==> config.mk <==
export PLATFORM = sky130hd
export DESIGN_NAME = regfile_issue_top
export DESIGN_NICKNAME = d
export VERILOG_FILES = /design/src/logic/regfile_issue_pkg.sv /design/src/logic/rf_issue_if.sv /design/src/logic/toggle_memory_set.sv /design/src/logic/register_bank.sv /design/src/logic/register_file.sv /design/src/logic/issue_control.sv /design/src/logic/latency_timer.sv /design/src/logic/exec_units.sv /design/src/logic/regfile_issue_top.sv
export SDC_FILE = /design/constraint.sdc
export NUM_CORES = 2
export LEC_CHECK = 0
export BUFFER_PORTS_ARGS = -buffer_cell sky130_fd_sc_hd__clkbuf_2
export CAP_MARGIN = 10
export CORE_MARGIN = 3
export CORE_UTILIZATION = 25
export CTS_BUF_LIST = sky130_fd_sc_hd__clkbuf_2 sky130_fd_sc_hd__clkbuf_4 sky130_fd_sc_hd__clkbuf_8
export CTS_CLUSTER_SIZE = 28
export DETAILED_ROUTE_END_ITERATION = 8
export PLACE_DENSITY = 0.38
export SLEW_MARGIN = 40
export SYNTH_ARGS = -nofsm -noshare
export SYNTH_HDL_FRONTEND = slang
export SYNTH_HIERARCHICAL = 1
export SYNTH_SLANG_ARGS = --single-unit
==> constraint.sdc <==
create_clock -name clk -period 21.6 [get_ports clk]
set_input_delay 2.16 -clock clk [delete_from_list [all_inputs] [get_ports clk]]
set_output_delay 2.16 -clock clk [all_outputs]
set_load 0.005 [all_outputs]
==> src/logic/regfile_issue_pkg.sv <==
// Sizes are fixed for a 32-entry file with two writeback groups; op encoding is the group number
`default_nettype none

package regfile_issue_pkg;

    //////////////////////////////////////////////////
    // Sizes
    localparam int NUM_REGS       = 32;
    localparam int ADDR_W         = 5;
    localparam int DATA_W         = 32;
    localparam int NUM_READ_PORTS = 2;
    localparam int NUM_WB_GROUPS  = 2;

    //////////////////////////////////////////////////
    // Basic types
    typedef logic [ADDR_W-1:0] reg_addr_t;
    typedef logic [DATA_W-1:0] data_t;

    // Value picks the writeback group as well
    // ADD on group 0, MUL on group 1
    typedef enum logic {
        OP_ADD = 1'b0,
        OP_MUL = 1'b1
    } op_t;

    //////////////////////////////////////////////////
    // Instruction as seen at the input port
    // rs[0] is operand a, rs[1] is operand b
    typedef struct packed {
        reg_addr_t [NUM_READ_PORTS-1:0] rs;
        reg_addr_t                      rd;
        logic                           uses_rd;
        op_t                            op;
    } instr_t;

    // One result per group and cycle
    // Never valid for register 0
    typedef struct packed {
        logic      valid;
        reg_addr_t addr;
        data_t     data;
    } wb_packet_t;

endpackage

`default_nettype wire

==> src/logic/rf_issue_if.sv <==
// rs addresses carry the incoming instruction's sources and are only sampled on accept
`timescale 1ns/1ns
`default_nettype none

interface rf_issue_if;

    // Sources of the instruction at the input port
    regfile_issue_pkg::reg_addr_t phys_rs_addr [regfile_issue_pkg::NUM_READ_PORTS];

    // Slot destination, zero when the instruction writes nothing
    regfile_issue_pkg::reg_addr_t phys_rd_addr;
    regfile_issue_pkg::op_t       rd_group;

    // Events
    logic issue;
    logic accept;

    // Slot source state, valid while the slot is full
    logic                     inuse [regfile_issue_pkg::NUM_READ_PORTS];
    regfile_issue_pkg::data_t data  [regfile_issue_pkg::NUM_READ_PORTS];

    modport controller (
        output phys_rs_addr, phys_rd_addr, rd_group, issue, accept,
        input  inuse, data
    );

    modport register_file (
        input  phys_rs_addr, phys_rd_addr, rd_group, issue, accept,
        output inuse, data
    );

endinterface

`default_nettype wire

==> src/logic/toggle_memory_set.sv <==
// Set and clear must not hit the same register in one cycle; reset takes one clocked cycle
`timescale 1ns/1ns
`default_nettype none

module toggle_memory_set #(
    parameter int NUM_TOGGLE_PORTS = 2,
    parameter int NUM_READ_PORTS   = 2
) (
    input  wire                               clk,
    input  wire                               rst_n,
    input  wire  [NUM_TOGGLE_PORTS-1:0]       toggle,
    input  wire regfile_issue_pkg::reg_addr_t toggle_addr [NUM_TOGGLE_PORTS],
    input  wire regfile_issue_pkg::reg_addr_t read_addr [NUM_READ_PORTS],
    output logic [NUM_READ_PORTS-1:0]         in_use
);

    // One bit array per toggle port
    // Each array has a single writer, so no port conflicts inside an array
    logic [regfile_issue_pkg::NUM_REGS-1:0] bits [NUM_TOGGLE_PORTS];

    //////////////////////////////////////////////////
    // Toggle banks
    always_ff @(posedge clk) begin
        for (int p = 0; p < NUM_TOGGLE_PORTS; p++) begin
            if (!rst_n) begin
                bits[p] <= '0;
            end else if (toggle[p]) begin
                bits[p][toggle_addr[p]] <= ~bits[p][toggle_addr[p]];
            end
        end
    end

    //////////////////////////////////////////////////
    // Read side
    // In use when an odd number of banks flipped the bit
    always_comb begin
        for (int r = 0; r < NUM_READ_PORTS; r++) begin
            in_use[r] = 1'b0;
            for (int p = 0; p < NUM_TOGGLE_PORTS; p++) begin
                in_use[r] = in_use[r] ^ bits[p][read_addr[r]];
            end
        end
    end

endmodule

`default_nettype wire

==> src/logic/register_bank.sv <==
// Contents are undefined until written; reads return the value from before a same-edge write
`timescale 1ns/1ns
`default_nettype none

module register_bank #(
    parameter int NUM_READ_PORTS = regfile_issue_pkg::NUM_READ_PORTS
) (
    input  wire                               clk,
    input  wire                               write_en,
    input  wire regfile_issue_pkg::reg_addr_t write_addr,
    input  wire regfile_issue_pkg::data_t     write_data,
    input  wire                               read_en,
    input  wire regfile_issue_pkg::reg_addr_t read_addr [NUM_READ_PORTS],
    output regfile_issue_pkg::data_t          read_data [NUM_READ_PORTS]
);

    // Storage, one inferred memory per instance
    regfile_issue_pkg::data_t mem [regfile_issue_pkg::NUM_REGS];

    // Single write port
    always_ff @(posedge clk) begin
        if (write_en) begin
            mem[write_addr] <= write_data;
        end
    end

    // Registered reads, held until the next accept
    always_ff @(posedge clk) begin
        if (read_en) begin
            for (int i = 0; i < NUM_READ_PORTS; i++) begin
                read_data[i] <= mem[read_addr[i]];
            end
        end
    end

endmodule

`default_nettype wire

==> src/logic/register_file.sv <==
// Group 0 results are pending for one cycle only; at most one write per register in flight
`timescale 1ns/1ns
`default_nettype none

module register_file (
    input  wire                                  clk,
    input  wire                                  rst_n,
    rf_issue_if.register_file                    rf,
    input  wire regfile_issue_pkg::wb_packet_t   wb [regfile_issue_pkg::NUM_WB_GROUPS]
);

    localparam int RP = regfile_issue_pkg::NUM_READ_PORTS;
    localparam int WG = regfile_issue_pkg::NUM_WB_GROUPS;

    regfile_issue_pkg::data_t     bank_data [WG][RP];
    regfile_issue_pkg::op_t       group_tbl [regfile_issue_pkg::NUM_REGS];
    regfile_issue_pkg::reg_addr_t rs_r      [RP];
    regfile_issue_pkg::reg_addr_t tog_addr  [2];
    regfile_issue_pkg::reg_addr_t hit_addr  [RP];
    regfile_issue_pkg::data_t     hit_data  [RP];
    regfile_issue_pkg::data_t     cap       [RP];
    logic [1:0]                   tog;
    logic [RP-1:0]                mul_inuse;
    logic [RP-1:0]                hit;
    logic [RP-1:0]                bypass;

    //////////////////////////////////////////////////
    // In-use scoreboard
    // Port 0 sets on MUL issue, port 1 clears on MUL writeback
    // ADD results need no entry, they are pending only in their wb cycle
    assign tog[0]      = rf.issue & (rf.rd_group == regfile_issue_pkg::OP_MUL)
                       & (rf.phys_rd_addr != '0);
    assign tog_addr[0] = rf.phys_rd_addr;
    assign tog[1]      = wb[1].valid & (wb[1].addr != '0);
    assign tog_addr[1] = wb[1].addr;

    toggle_memory_set #(
        .NUM_TOGGLE_PORTS (2),
        .NUM_READ_PORTS   (RP)
    ) inuse_set (
        .clk         (clk),
        .rst_n       (rst_n),
        .toggle      (tog),
        .toggle_addr (tog_addr),
        .read_addr   (rs_r),
        .in_use      (mul_inuse)
    );

    //////////////////////////////////////////////////
    // One bank per writeback group
    for (genvar g = 0; g < WG; g++) begin : bank_gen
        register_bank #(
            .NUM_READ_PORTS (RP)
        ) bank (
            .clk        (clk),
            .write_en   (wb[g].valid),
            .write_addr (wb[g].addr),
            .write_data (wb[g].data),
            .read_en    (rf.accept),
            .read_addr  (rf.phys_rs_addr),
            .read_data  (bank_data[g])
        );
    end

    // Group table, last issued writer of each register
    always_ff @(posedge clk) begin
        if (rf.issue && rf.phys_rd_addr != '0) begin
            group_tbl[rf.phys_rd_addr] <= rf.rd_group;
        end
    end

    //////////////////////////////////////////////////
    // Writeback snoop for each source
    // Incoming sources on accept, slot sources otherwise
    always_comb begin
        for (int i = 0; i < RP; i++) begin
            hit_addr[i] = rf.accept ? rf.phys_rs_addr[i] : rs_r[i];
            hit[i]      = 1'b0;
            hit_data[i] = wb[0].data;
            for (int g = 0; g < WG; g++) begin
                if (wb[g].valid && wb[g].addr == hit_addr[i]) begin
                    hit[i]      = 1'b1;
                    hit_data[i] = wb[g].data;
                end
            end
            // Pending MUL, or an ADD result on the bus this cycle
            rf.inuse[i] = mul_inuse[i] | (wb[0].valid & (wb[0].addr == rs_r[i]));
        end
    end

    // Bank read misses a write on the accept edge, so take it from the bus
    // While pending, keep sampling until the result goes by
    always_ff @(posedge clk) begin
        for (int i = 0; i < RP; i++) begin
            if (rf.accept) begin
                rs_r[i] <= rf.phys_rs_addr[i];
            end
            if (!rst_n) begin
                bypass[i] <= 1'b0;
            end else if (rf.accept) begin
                bypass[i] <= hit[i];
            end else if (rf.inuse[i]) begin
                bypass[i] <= 1'b1;
            end
            if ((rf.accept || rf.inuse[i]) && hit[i]) begin
                cap[i] <= hit_data[i];
            end
        end
    end

    //////////////////////////////////////////////////
    // Operand mux
    always_comb begin
        for (int i = 0; i < RP; i++) begin
            if (rs_r[i] == '0) begin
                rf.data[i] = '0;
            end else if (bypass[i]) begin
                rf.data[i] = cap[i];
            end else begin
                rf.data[i] = bank_data[group_tbl[rs_r[i]]][i];
            end
        end
    end

endmodule

`default_nettype wire

==> src/logic/issue_control.sv <==
// Single issue slot; one MUL in flight, so WAW needs only the MUL destination
`timescale 1ns/1ns
`default_nettype none

module issue_control (
    input  wire                               clk,
    input  wire                               rst_n,
    input  wire                               in_valid,
    output logic                              in_ready,
    input  wire regfile_issue_pkg::instr_t    in_instr,
    rf_issue_if.controller                    rf,
    input  wire                               mul_busy,
    output logic                              add_go,
    output logic                              mul_go,
    output regfile_issue_pkg::reg_addr_t      go_rd,
    output logic                              go_uses_rd
);

    typedef enum logic [1:0] {
        EMPTY,
        WAIT_OPERANDS,
        WAIT_UNIT
    } state_t;

    state_t                       state;
    state_t                       state_next;
    regfile_issue_pkg::instr_t    slot;
    regfile_issue_pkg::reg_addr_t mul_rd;
    logic                         is_mul;
    logic                         ops_ready;
    logic                         waw_hit;
    logic                         unit_free;

    //////////////////////////////////////////////////
    // Issue decision
    assign is_mul = (slot.op == regfile_issue_pkg::OP_MUL);

    // Sources stay clear once clear, nothing else issues meanwhile
    always_comb begin
        ops_ready = 1'b1;
        for (int i = 0; i < regfile_issue_pkg::NUM_READ_PORTS; i++) begin
            if (rf.inuse[i]) begin
                ops_ready = 1'b0;
            end
        end
        if (state == WAIT_UNIT) begin
            ops_ready = 1'b1;
        end
    end

    // ADD must not overtake a pending MUL to the same register
    assign waw_hit   = mul_busy & slot.uses_rd & (slot.rd != '0) & (slot.rd == mul_rd);
    assign unit_free = is_mul ? ~mul_busy : ~waw_hit;

    assign rf.issue  = (state != EMPTY) & ops_ready & unit_free;
    assign in_ready  = (state == EMPTY) | rf.issue;
    assign rf.accept = in_valid & in_ready;

    // Bank reads start from the instruction at the port
    always_comb begin
        for (int i = 0; i < regfile_issue_pkg::NUM_READ_PORTS; i++) begin
            rf.phys_rs_addr[i] = in_instr.rs[i];
        end
    end

    assign rf.phys_rd_addr = slot.uses_rd ? slot.rd : '0;
    assign rf.rd_group     = slot.op;

    // Steering to the execution units
    assign add_go     = rf.issue & ~is_mul;
    assign mul_go     = rf.issue & is_mul;
    assign go_rd      = slot.rd;
    assign go_uses_rd = slot.uses_rd;

    //////////////////////////////////////////////////
    // FSM
    always_comb begin
        if (state == EMPTY || rf.issue) begin
            state_next = rf.accept ? WAIT_OPERANDS : EMPTY;
        end else if (ops_ready) begin
            state_next = WAIT_UNIT;
        end else begin
            state_next = WAIT_OPERANDS;
        end
    end

    always_ff @(posedge clk) begin
        if (!rst_n) begin
            state <= EMPTY;
        end else begin
            state <= state_next;
        end
    end

    // Slot payload and MUL destination
    always_ff @(posedge clk) begin
        if (rf.accept) begin
            slot <= in_instr;
        end
        if (mul_go) begin
            mul_rd <= slot.rd;
        end
    end

endmodule

`default_nettype wire

==> src/logic/latency_timer.sv <==
// MUL_LATENCY must be 2 or more; a new start is not expected before done
`timescale 1ns/1ns
`default_nettype none

module latency_timer #(
    parameter int MUL_LATENCY = 4
) (
    input  wire  clk,
    input  wire  rst_n,
    input  wire  start,
    output logic busy,
    output logic done
);

    localparam int CNT_W = $clog2(MUL_LATENCY);

    logic [CNT_W-1:0] count;

    // Count reaches zero in the last cycle of the latency
    always_ff @(posedge clk) begin
        if (!rst_n) begin
            busy  <= 1'b0;
            count <= '0;
        end else if (start) begin
            busy  <= 1'b1;
            count <= CNT_W'(MUL_LATENCY - 1);
        end else if (done) begin
            busy  <= 1'b0;
        end else if (busy) begin
            count <= count - 1'b1;
        end
    end

    // One cycle pulse, busy still high here
    assign done = busy & (count == '0);

endmodule

`default_nettype wire

==> src/logic/exec_units.sv <==
// MUL result is valid only in the done cycle; operands are held from mul_go until then
`timescale 1ns/1ns
`default_nettype none

module exec_units (
    input  wire                               clk,
    input  wire                               rst_n,
    input  wire                               add_go,
    input  wire                               mul_go,
    input  wire                               mul_done,
    input  wire regfile_issue_pkg::reg_addr_t go_rd,
    input  wire                               go_uses_rd,
    input  wire regfile_issue_pkg::data_t     operand_a,
    input  wire regfile_issue_pkg::data_t     operand_b,
    output regfile_issue_pkg::wb_packet_t     wb [regfile_issue_pkg::NUM_WB_GROUPS]
);

    regfile_issue_pkg::data_t     mul_a;
    regfile_issue_pkg::data_t     mul_b;
    regfile_issue_pkg::reg_addr_t mul_rd;
    regfile_issue_pkg::data_t     product;
    logic                         mul_writes;

    //////////////////////////////////////////////////
    // ADD, group 0, one cycle after issue
    always_ff @(posedge clk) begin
        if (!rst_n) begin
            wb[0].valid <= 1'b0;
        end else begin
            wb[0].valid <= add_go & go_uses_rd & (go_rd != '0);
        end
        if (add_go) begin
            wb[0].addr <= go_rd;
            wb[0].data <= operand_a + operand_b;
        end
    end

    //////////////////////////////////////////////////
    // MUL, group 1, operands held for the timer
    always_ff @(posedge clk) begin
        if (!rst_n) begin
            mul_writes <= 1'b0;
        end else if (mul_go) begin
            mul_writes <= go_uses_rd & (go_rd != '0);
        end
        if (mul_go) begin
            mul_a  <= operand_a;
            mul_b  <= operand_b;
            mul_rd <= go_rd;
        end
    end

    // Low word of the product
    assign product = mul_a * mul_b;

    assign wb[1].valid = mul_done & mul_writes;
    assign wb[1].addr  = mul_rd;
    assign wb[1].data  = product;

endmodule

`default_nettype wire

==> src/logic/regfile_issue_top.sv <==
// Writeback ports are valid-only with no back-pressure; MUL_LATENCY must be 2 or more
`timescale 1ns/1ns
`default_nettype none

module regfile_issue_top #(
    parameter int MUL_LATENCY = 4
) (
    input  wire                               clk,
    input  wire                               rst_n,
    input  wire                               in_valid,
    output logic                              in_ready,
    input  wire regfile_issue_pkg::instr_t    in_instr,
    output logic                              wb0_valid,
    output regfile_issue_pkg::reg_addr_t      wb0_addr,
    output regfile_issue_pkg::data_t          wb0_data,
    output logic                              wb1_valid,
    output regfile_issue_pkg::reg_addr_t      wb1_addr,
    output regfile_issue_pkg::data_t          wb1_data
);

    regfile_issue_pkg::wb_packet_t wb [regfile_issue_pkg::NUM_WB_GROUPS];
    regfile_issue_pkg::reg_addr_t  go_rd;
    logic                          go_uses_rd;
    logic                          add_go;
    logic                          mul_go;
    logic                          mul_busy;
    logic                          mul_done;

    rf_issue_if rf_bus ();

    //////////////////////////////////////////////////
    // Issue side
    issue_control ctrl (
        .clk        (clk),
        .rst_n      (rst_n),
        .in_valid   (in_valid),
        .in_ready   (in_ready),
        .in_instr   (in_instr),
        .rf         (rf_bus),
        .mul_busy   (mul_busy),
        .add_go     (add_go),
        .mul_go     (mul_go),
        .go_rd      (go_rd),
        .go_uses_rd (go_uses_rd)
    );

    latency_timer #(
        .MUL_LATENCY (MUL_LATENCY)
    ) mul_timer (
        .clk   (clk),
        .rst_n (rst_n),
        .start (mul_go),
        .busy  (mul_busy),
        .done  (mul_done)
    );

    register_file rf0 (
        .clk   (clk),
        .rst_n (rst_n),
        .rf    (rf_bus),
        .wb    (wb)
    );

    // Operands come straight from the register file mux
    exec_units units (
        .clk        (clk),
        .rst_n      (rst_n),
        .add_go     (add_go),
        .mul_go     (mul_go),
        .mul_done   (mul_done),
        .go_rd      (go_rd),
        .go_uses_rd (go_uses_rd),
        .operand_a  (rf_bus.data[0]),
        .operand_b  (rf_bus.data[1]),
        .wb         (wb)
    );

    //////////////////////////////////////////////////
    // Group packets out to the ports
    assign wb0_valid = wb[0].valid;
    assign wb0_addr  = wb[0].addr;
    assign wb0_data  = wb[0].data;
    assign wb1_valid = wb[1].valid;
    assign wb1_addr  = wb[1].addr;
    assign wb1_data  = wb[1].data;

endmodule

`default_nettype wire

# Yosys cells after proc, flatten, opt, wreduce, memory -nomap -nowiden

Memory sizes are Yosys's and may differ from the RTL's. A register that Yosys moved wholly into a read port is not among the register bits.
Index checks and enable logic that the tools add are counted.

Add/sub/neg operators: 2
Multipliers: 1
Div/mod/pow operators: 0
Magnitude comparators: 8
Equality and inequality tests: 9
Shifts and indexed selects: 0
Muxes and demuxes: 132
Bitwise operators: 93
Reductions and logical operators: 25

Operators with widths:

| cell               | number |
|---|---|
| $mux 32            | 11 |
| $mux 64            | 3 |
| $mux 1             | 102 |
| $or 1x1->1         | 67 |
| $eq 5x5->1         | 7 |
| $add 32x32->32     | 1 |
| $mul 32x32->32     | 1 |
| $bmux 1 s5         | 6 |
| $lt 5x6->1 const B | 4 |
| $and 1x1->1        | 17 |
| $mux 5             | 3 |
| $reduce_bool 5->1  | 3 |
| $demux 1 s5        | 2 |
| $ge 5x1->1 const B | 2 |
| $logic_not 5->1    | 2 |
| $mux 2             | 5 |
| $reduce_bool 2->1  | 5 |
| $logic_and 1x1->1  | 9 |
| $not 1->1          | 5 |
| $ge 2x2->1 const B | 2 |
| $logic_not 2->1    | 2 |
| $not 1->2          | 2 |
| $logic_or 1x1->1   | 3 |
| $eq 2x2->1 const B | 1 |
| 4 further kinds    | 5 |

Register bits: 132
Bits in latches: 0
Bits in writable memories: 2208
Memory bits (read-only): 0
Input bits: 20
Output and inout port bits: 77
Word-level logic and storage cells: 292
Memories: 5

Memory list:

| memory                   | words | width | read ports | clocked after Yosys merged registers in | write ports | line                    | text |
|---|---|---|---|---|---|---|---|
| rf0.bank_gen[0].bank.mem | 32    | 32    | 2          | 2                                       | 1           | register_bank.sv:18     | `regfile_issue_pkg::data_t mem [regfile_issue_pkg::NUM_REGS];` |
| rf0.bank_gen[1].bank.mem | 32    | 32    | 2          | 2                                       | 1           | register_bank.sv:18     |  |
| rf0.cap                  | 2     | 32    | 2          | 0                                       | 2           | register_file.sv:21     | `regfile_issue_pkg::data_t cap [RP];` |
| rf0.inuse_set.bits       | 2     | 32    | 2          | 0                                       | 2           | toggle_memory_set.sv:19 | `logic [regfile_issue_pkg::NUM_REGS-1:0] bits [NUM_TOGGLE_PORTS];` |
| rf0.group_tbl            | 32    | 1     | 2          | 2                                       | 1           | register_file.sv:16     | `regfile_issue_pkg::op_t group_tbl [regfile_issue_pkg::NUM_REGS];` |

# Depth between registers and ports, before layout

An unclocked memory read counts as a cell.

Depth after elaboration: 20
Gate-level depth with buffers: 30
Mapped depth without buffers: 28

# By module

The synthesis kept the hierarchy.

Modules (own cells, without submodules):

| module            | instances | cells an instance | area an instance (um^2) | seq. area each (um^2) |
|---|---|---|---|---|
| register_bank     | 2         | 3450              | 50711.1                 | 32671.3 |
| exec_units        | 1         | 2017              | 20174.3                 | 3223.1 |
| register_file     | 1         | 674               | 7447.1                  | 3123.0 |
| toggle_memory_set | 1         | 364               | 4424.2                  | 1921.8 |
| issue_control     | 1         | 59                | 709.4                   | 400.4 |
| latency_timer     | 1         | 14                | 156.4                   | 60.1 |

# Worst setup path before layout

Ideal clock, no wire load.

Path type: flip-flop to flip-flop
From: register rf0/rs_r[0] (netlist name)
To: memory rf0/cap[0][32] (netlist name) (enable)
Library setup time: 0.422 ns
Arrival time: 12.014 ns
Data required time: 21.178 ns
Setup slack: 9.164 ns
Cell stages (with the launch flop): 21
Buffers on the path: 5
Clock period less this slack: 12.436 ns
Path through: dfxtp_1 > buf_6 > buf_8 > mux4_1 > mux4_2 > mux2i_1 > xor2_1 > a31o_2 > o21a_1 > a211oi_1 > o21ai_0 > nor2_1 > buf_2 > buf_6 > mux2i_1 > xnor2_1 > nor4_1 > nand3_1 > buf_2 > and2_1 > nor2_1

RTL lines:

| item                              | line                | text |
|---|---|---|
| from (decl)                       | register_file.sv:17 | `regfile_issue_pkg::reg_addr_t rs_r [RP];` |
| from (signal, indexed assignment) | register_file.sv:96 | `rs_r[i] <= rf.phys_rs_addr[i];` |
| to (decl)                         | register_file.sv:21 |  |

# Worst setup path after layout

From: register units.mul_a[14]
To: output wb1_data[29]

Cells in the longest elaborated chain, start to end: 1

RTL lines:

| item                   | line                    | text |
|---|---|---|
| from (decl)            | exec_units.sv:18        | `regfile_issue_pkg::data_t mul_a;` |
| from (signal assigned) | exec_units.sv:47        | `mul_a <= operand_a;` |
| $mul 32x32->32         | exec_units.sv:54        | `assign product = mul_a * mul_b;` |
| to (decl)              | regfile_issue_top.sv:18 | `output regfile_issue_pkg::data_t wb1_data` |

Every way passes these cells.

==> reports/metrics.cfg <==
[outcome]
status = finished clean

[timing]
fin_crit_sh = 0.540
finalSetupViolCount = 0
tns_ps = 0
relSlewSlack = 0.362
rsz0062_at_grt = false
hold_viol_final = 0
period_needed_ps = 11660
clock.fmax_mhz = 85.8
fin_skew_ps = 129
drv_slew = 0
tightest_slew_ps = 957
fin_ws_ps = 9940

[yosys]
ys_seq_area_frac = 0.551
synthSimpleGateAreaFrac = 0.0669
muxShareOfSynthArea = 0.178
synth_edf_count = 2454
synth_top_flop_cell = edfxtp_1
syn_area_sq_um = 134000
yosys.area_share.xor_xnor = 0.00991
yosys_warnings = 6
synthCells = 10000
ys_ff_latch = 2473
synth_fa_ha_area_frac = 0.0754
synth_top_family_by_area = multiplexers
async_flop_share = 0
postSynthAreaPerCell_sq_um = 13.4
synth-compound-area-share = 0.0757
synthDistinctLibCells = 89
synth.net_count = 10600

[route]
drt-total-wl_mm = 526
vias = 88200
wl_per_cell_microns = 29.6
drc = 0
viasPerCell = 4.97
firstDrtPassIters = 6
ant_nets = 0
drtIter0Drc = 7004

[clocking]
cts_tree = yes
cts_made_buffers = 448
post-cts-setup-buffers = 0
root_buffer = clkbuf_8
cts_sinks = 2473
clk_pin_slew_ps = 60
cts_hold_buf = 0
cts_resized = 0
clock_path_buffers = 4
htreeDepth = 5
clk_latency_ps = 1230

[worst_setup_path]
r2r-end = rf0/cap[0][63]$_DFFE_PP_
crit_fanout = 35
crit_required_ps = 19440
cp-startpoint = units/mul_a[14]$_DFFE_PP_
critPathCapture = wb1_data[29]
ff2ff_path_depth = 28
r2r-start = units/mul_a[14]$_DFFE_PP_
worstPathArrival_ps = 9500
path_class = flop to output port
endpoint_kind = output port
r2r_slack_ps = 12730
worstSetupStartpointType = flop

[grt]
grt_usage = 0.186
antenna_found_initial = 28
grt_pass1_vias = 91400
grt_overflow = 0
grt_pass1_wl_mm = 731
grt_max_degree = 102

[flow_run]
maxCapViolations = 0

[placed_design]
place_ws_ps = 11160
routabilityCongestion = 0.815
dp_hpwl_mm = 322
io_buffers = 96

[floorplanning]
die_w_microns = 739
rows = 268
start_util = 0.251
die_area_sq_um = 546000
io_pins = 97
core_sq_um = 534000
die_h_microns = 739

[finish]
areaGrowthSynthToFinish_pct = 13.9
drive_gt1_frac = 0.135
final_nets = 10800

[worst_hold_path]
hp-class = flop to flop

==> cell type report <==
type,count,area (sq um)
Tap cell,7155,8950
Sequential cell,2473,74100
Fill cell,54000,381000
Timing Repair Buffer,446,3750
Antenna cell,17,42.5
Multi-Input combinational cell,6406,55700
Clock inverter,206,1500
Clock buffer,592,7280
Inverter,458,1720
==> layout by cell type (no fill, tap or decap), types with 26 or more instances in the layout <==
| master | synthesis | routed |
|---|---|---|
| a21oi_1 | 461 | 459 |
| buf_4 | 110 | 264 |
| a31oi_1 | 135 | 134 |
| clkinv_2 | 0 | 39 |
| clkbuf_2 | 0 | 94 |
| mux2i_1 | 2179 | 2179 |
| ha_1 | 155 | 155 |
| a211oi_1 | 35 | 26 |
| inv_1 | 457 | 457 |
| mux4_2 | 43 | 43 |
| clkbuf_4 | 8 | 139 |
| xnor2_1 | 110 | 91 |
| nor2_1 | 232 | 159 |
| buf_6 | 95 | 49 |
| and2_1 | 287 | 278 |
| clkbuf_8 | 0 | 453 |
| nand3_1 | 413 | 410 |
| a22oi_1 | 390 | 390 |
| xor2_1 | 42 | 34 |
| clkinv_1 | 0 | 120 |
| edfxtp_1 | 2454 | 2454 |
| mux2_2 | 64 | 64 |
| a22o_1 | 259 | 259 |
| nand2_1 | 688 | 684 |
| a221o_1 | 33 | 33 |
| nor2_4 | 0 | 73 |
| nor3_1 | 135 | 134 |
| fa_1 | 409 | 408 |
| o21ai_0 | 80 | 80 |
==> worst min-delay path by stage <==
stage                             startpoint                       endpoint  cells after the start
5_1_grt        units/mul_writes$_SDFFE_PN0P_  units/mul_writes$_SDFFE_PN0P_                      2
4_1_cts        units/mul_writes$_SDFFE_PN0P_  units/mul_writes$_SDFFE_PN0P_                      2
2_1_floorplan  units/mul_writes$_SDFFE_PN0P_  units/mul_writes$_SDFFE_PN0P_                      2
3_5_place_dp   units/mul_writes$_SDFFE_PN0P_  units/mul_writes$_SDFFE_PN0P_                      2
3_3_place_gp   units/mul_writes$_SDFFE_PN0P_  units/mul_writes$_SDFFE_PN0P_                      2
6_report       units/mul_writes$_SDFFE_PN0P_  units/mul_writes$_SDFFE_PN0P_                      2
==> registers in the layout (all words and copies together), names as in the netlist, 2 cells and up <==
name                         cells
ctrl/mul_rd                      5
mul_timer/count                  2
rf0/cap                         64
rf0/bank_gen.bank/read_data    128
rf0/bank_gen.bank/mem         2048
rf0/group_tbl                   32
units/mul_b                     32
units/wb                        38
units/mul_a                     32
rf0/rs_r                        10
rf0/inuse_set/bits              64
ctrl/state                       2
ctrl/go_rd                       5
rf0/bypass                       2
units/mul_rd                     5
==> worst max-delay path: stages, from the launching register on <==
cell and delay, ps:
edfxtp_1 720, and2_1 330, fa_1 480, inv_1 50, fa_1 500, fa_1 460, fa_1 570, inv_1 60
fa_1 500, inv_1 60, fa_1 540, inv_1 50, fa_1 510, fa_1 430, ha_1 370, a21o_1 180
a21o_1 180, a21oi_1 190, nand2b_1 150, nand2_1 50, a21oi_1 360, nand2_1 270, nand2b_1 130, a21oi_1 90
nor2_1 180, xnor2_2 130, buf_4 410, clkbuf_2 210
==> synth_stat cells, types with 5 or more instances <==
library cell / n / area, sq um
a211oi_1: 35 / 263
a21o_1: 23 / 173
a21oi_1: 461 / 2310
a221o_1: 33 / 330
a22o_1: 259 / 2270
a22oi_1: 390 / 2930
a31oi_1: 135 / 845
and2_1: 287 / 1800
and3_1: 6 / 37.5
and4_1: 5 / 43.8
buf_1: 7 / 26.3
buf_2: 160 / 801
buf_4: 110 / 826
buf_6: 95 / 1070
clkbuf_1: 307 / 1150
clkbuf_4: 8 / 60.1
dfxtp_1: 19 / 380
edfxtp_1: 2454 / 73700
fa_1: 409 / 8190
ha_1: 155 / 1940
inv_1: 457 / 1720
mux2_2: 64 / 721
mux2i_1: 2179 / 21800
mux4_1: 12 / 315
mux4_2: 43 / 968
nand2_1: 688 / 2580
nand2b_1: 31 / 194
nand3_1: 413 / 2070
nand3b_1: 14 / 105
nand4_1: 7 / 43.8
nor2_1: 232 / 871
nor2b_1: 22 / 138
nor3_1: 135 / 676
nor4_1: 9 / 56.3
o21a_1: 11 / 82.6
o21ai_0: 80 / 400
o21bai_1: 8 / 60.1
o22ai_1: 7 / 43.8
or2_2: 7 / 43.8
or3_1: 8 / 50.1
or3b_2: 9 / 78.8
xnor2_1: 110 / 963
xor2_1: 42 / 368
==> stage by stage <==
stage	hold WS, ps	std cells	instance area [sq um]	utilization
after floorplan	452	10000	134000	-
after global placement	478	16900	143000	0.268
after detailed placement	482	16900	144000	0.270
after CTS	491	17700	153000	0.286
after global routing	521	17700	153000	0.286
final	488	17800	153000	0.286
==> cells by family after synthesis <==
kind of cell / Yosys count
buf+inv: 1149
xor+xnor: 152
fa+ha+maj: 564
simple gates: 1896
mux: 2303
flops: 2473
other cells: 1
compound gates: 1490
==> metal layers <==
layer,part of all wire,global-route usage,up-vias
met4,0.027,0.0479,4
li1,-,-,38100
met5,0.000048,0,-
met3,0.048,0.0229,655
met1,0.45,0.256,46800
met2,0.47,0.310,2600
Power is left out: the tool's default activity adds up to more than one toggle a clock period on the data nets, which glitch-free logic cannot reach.
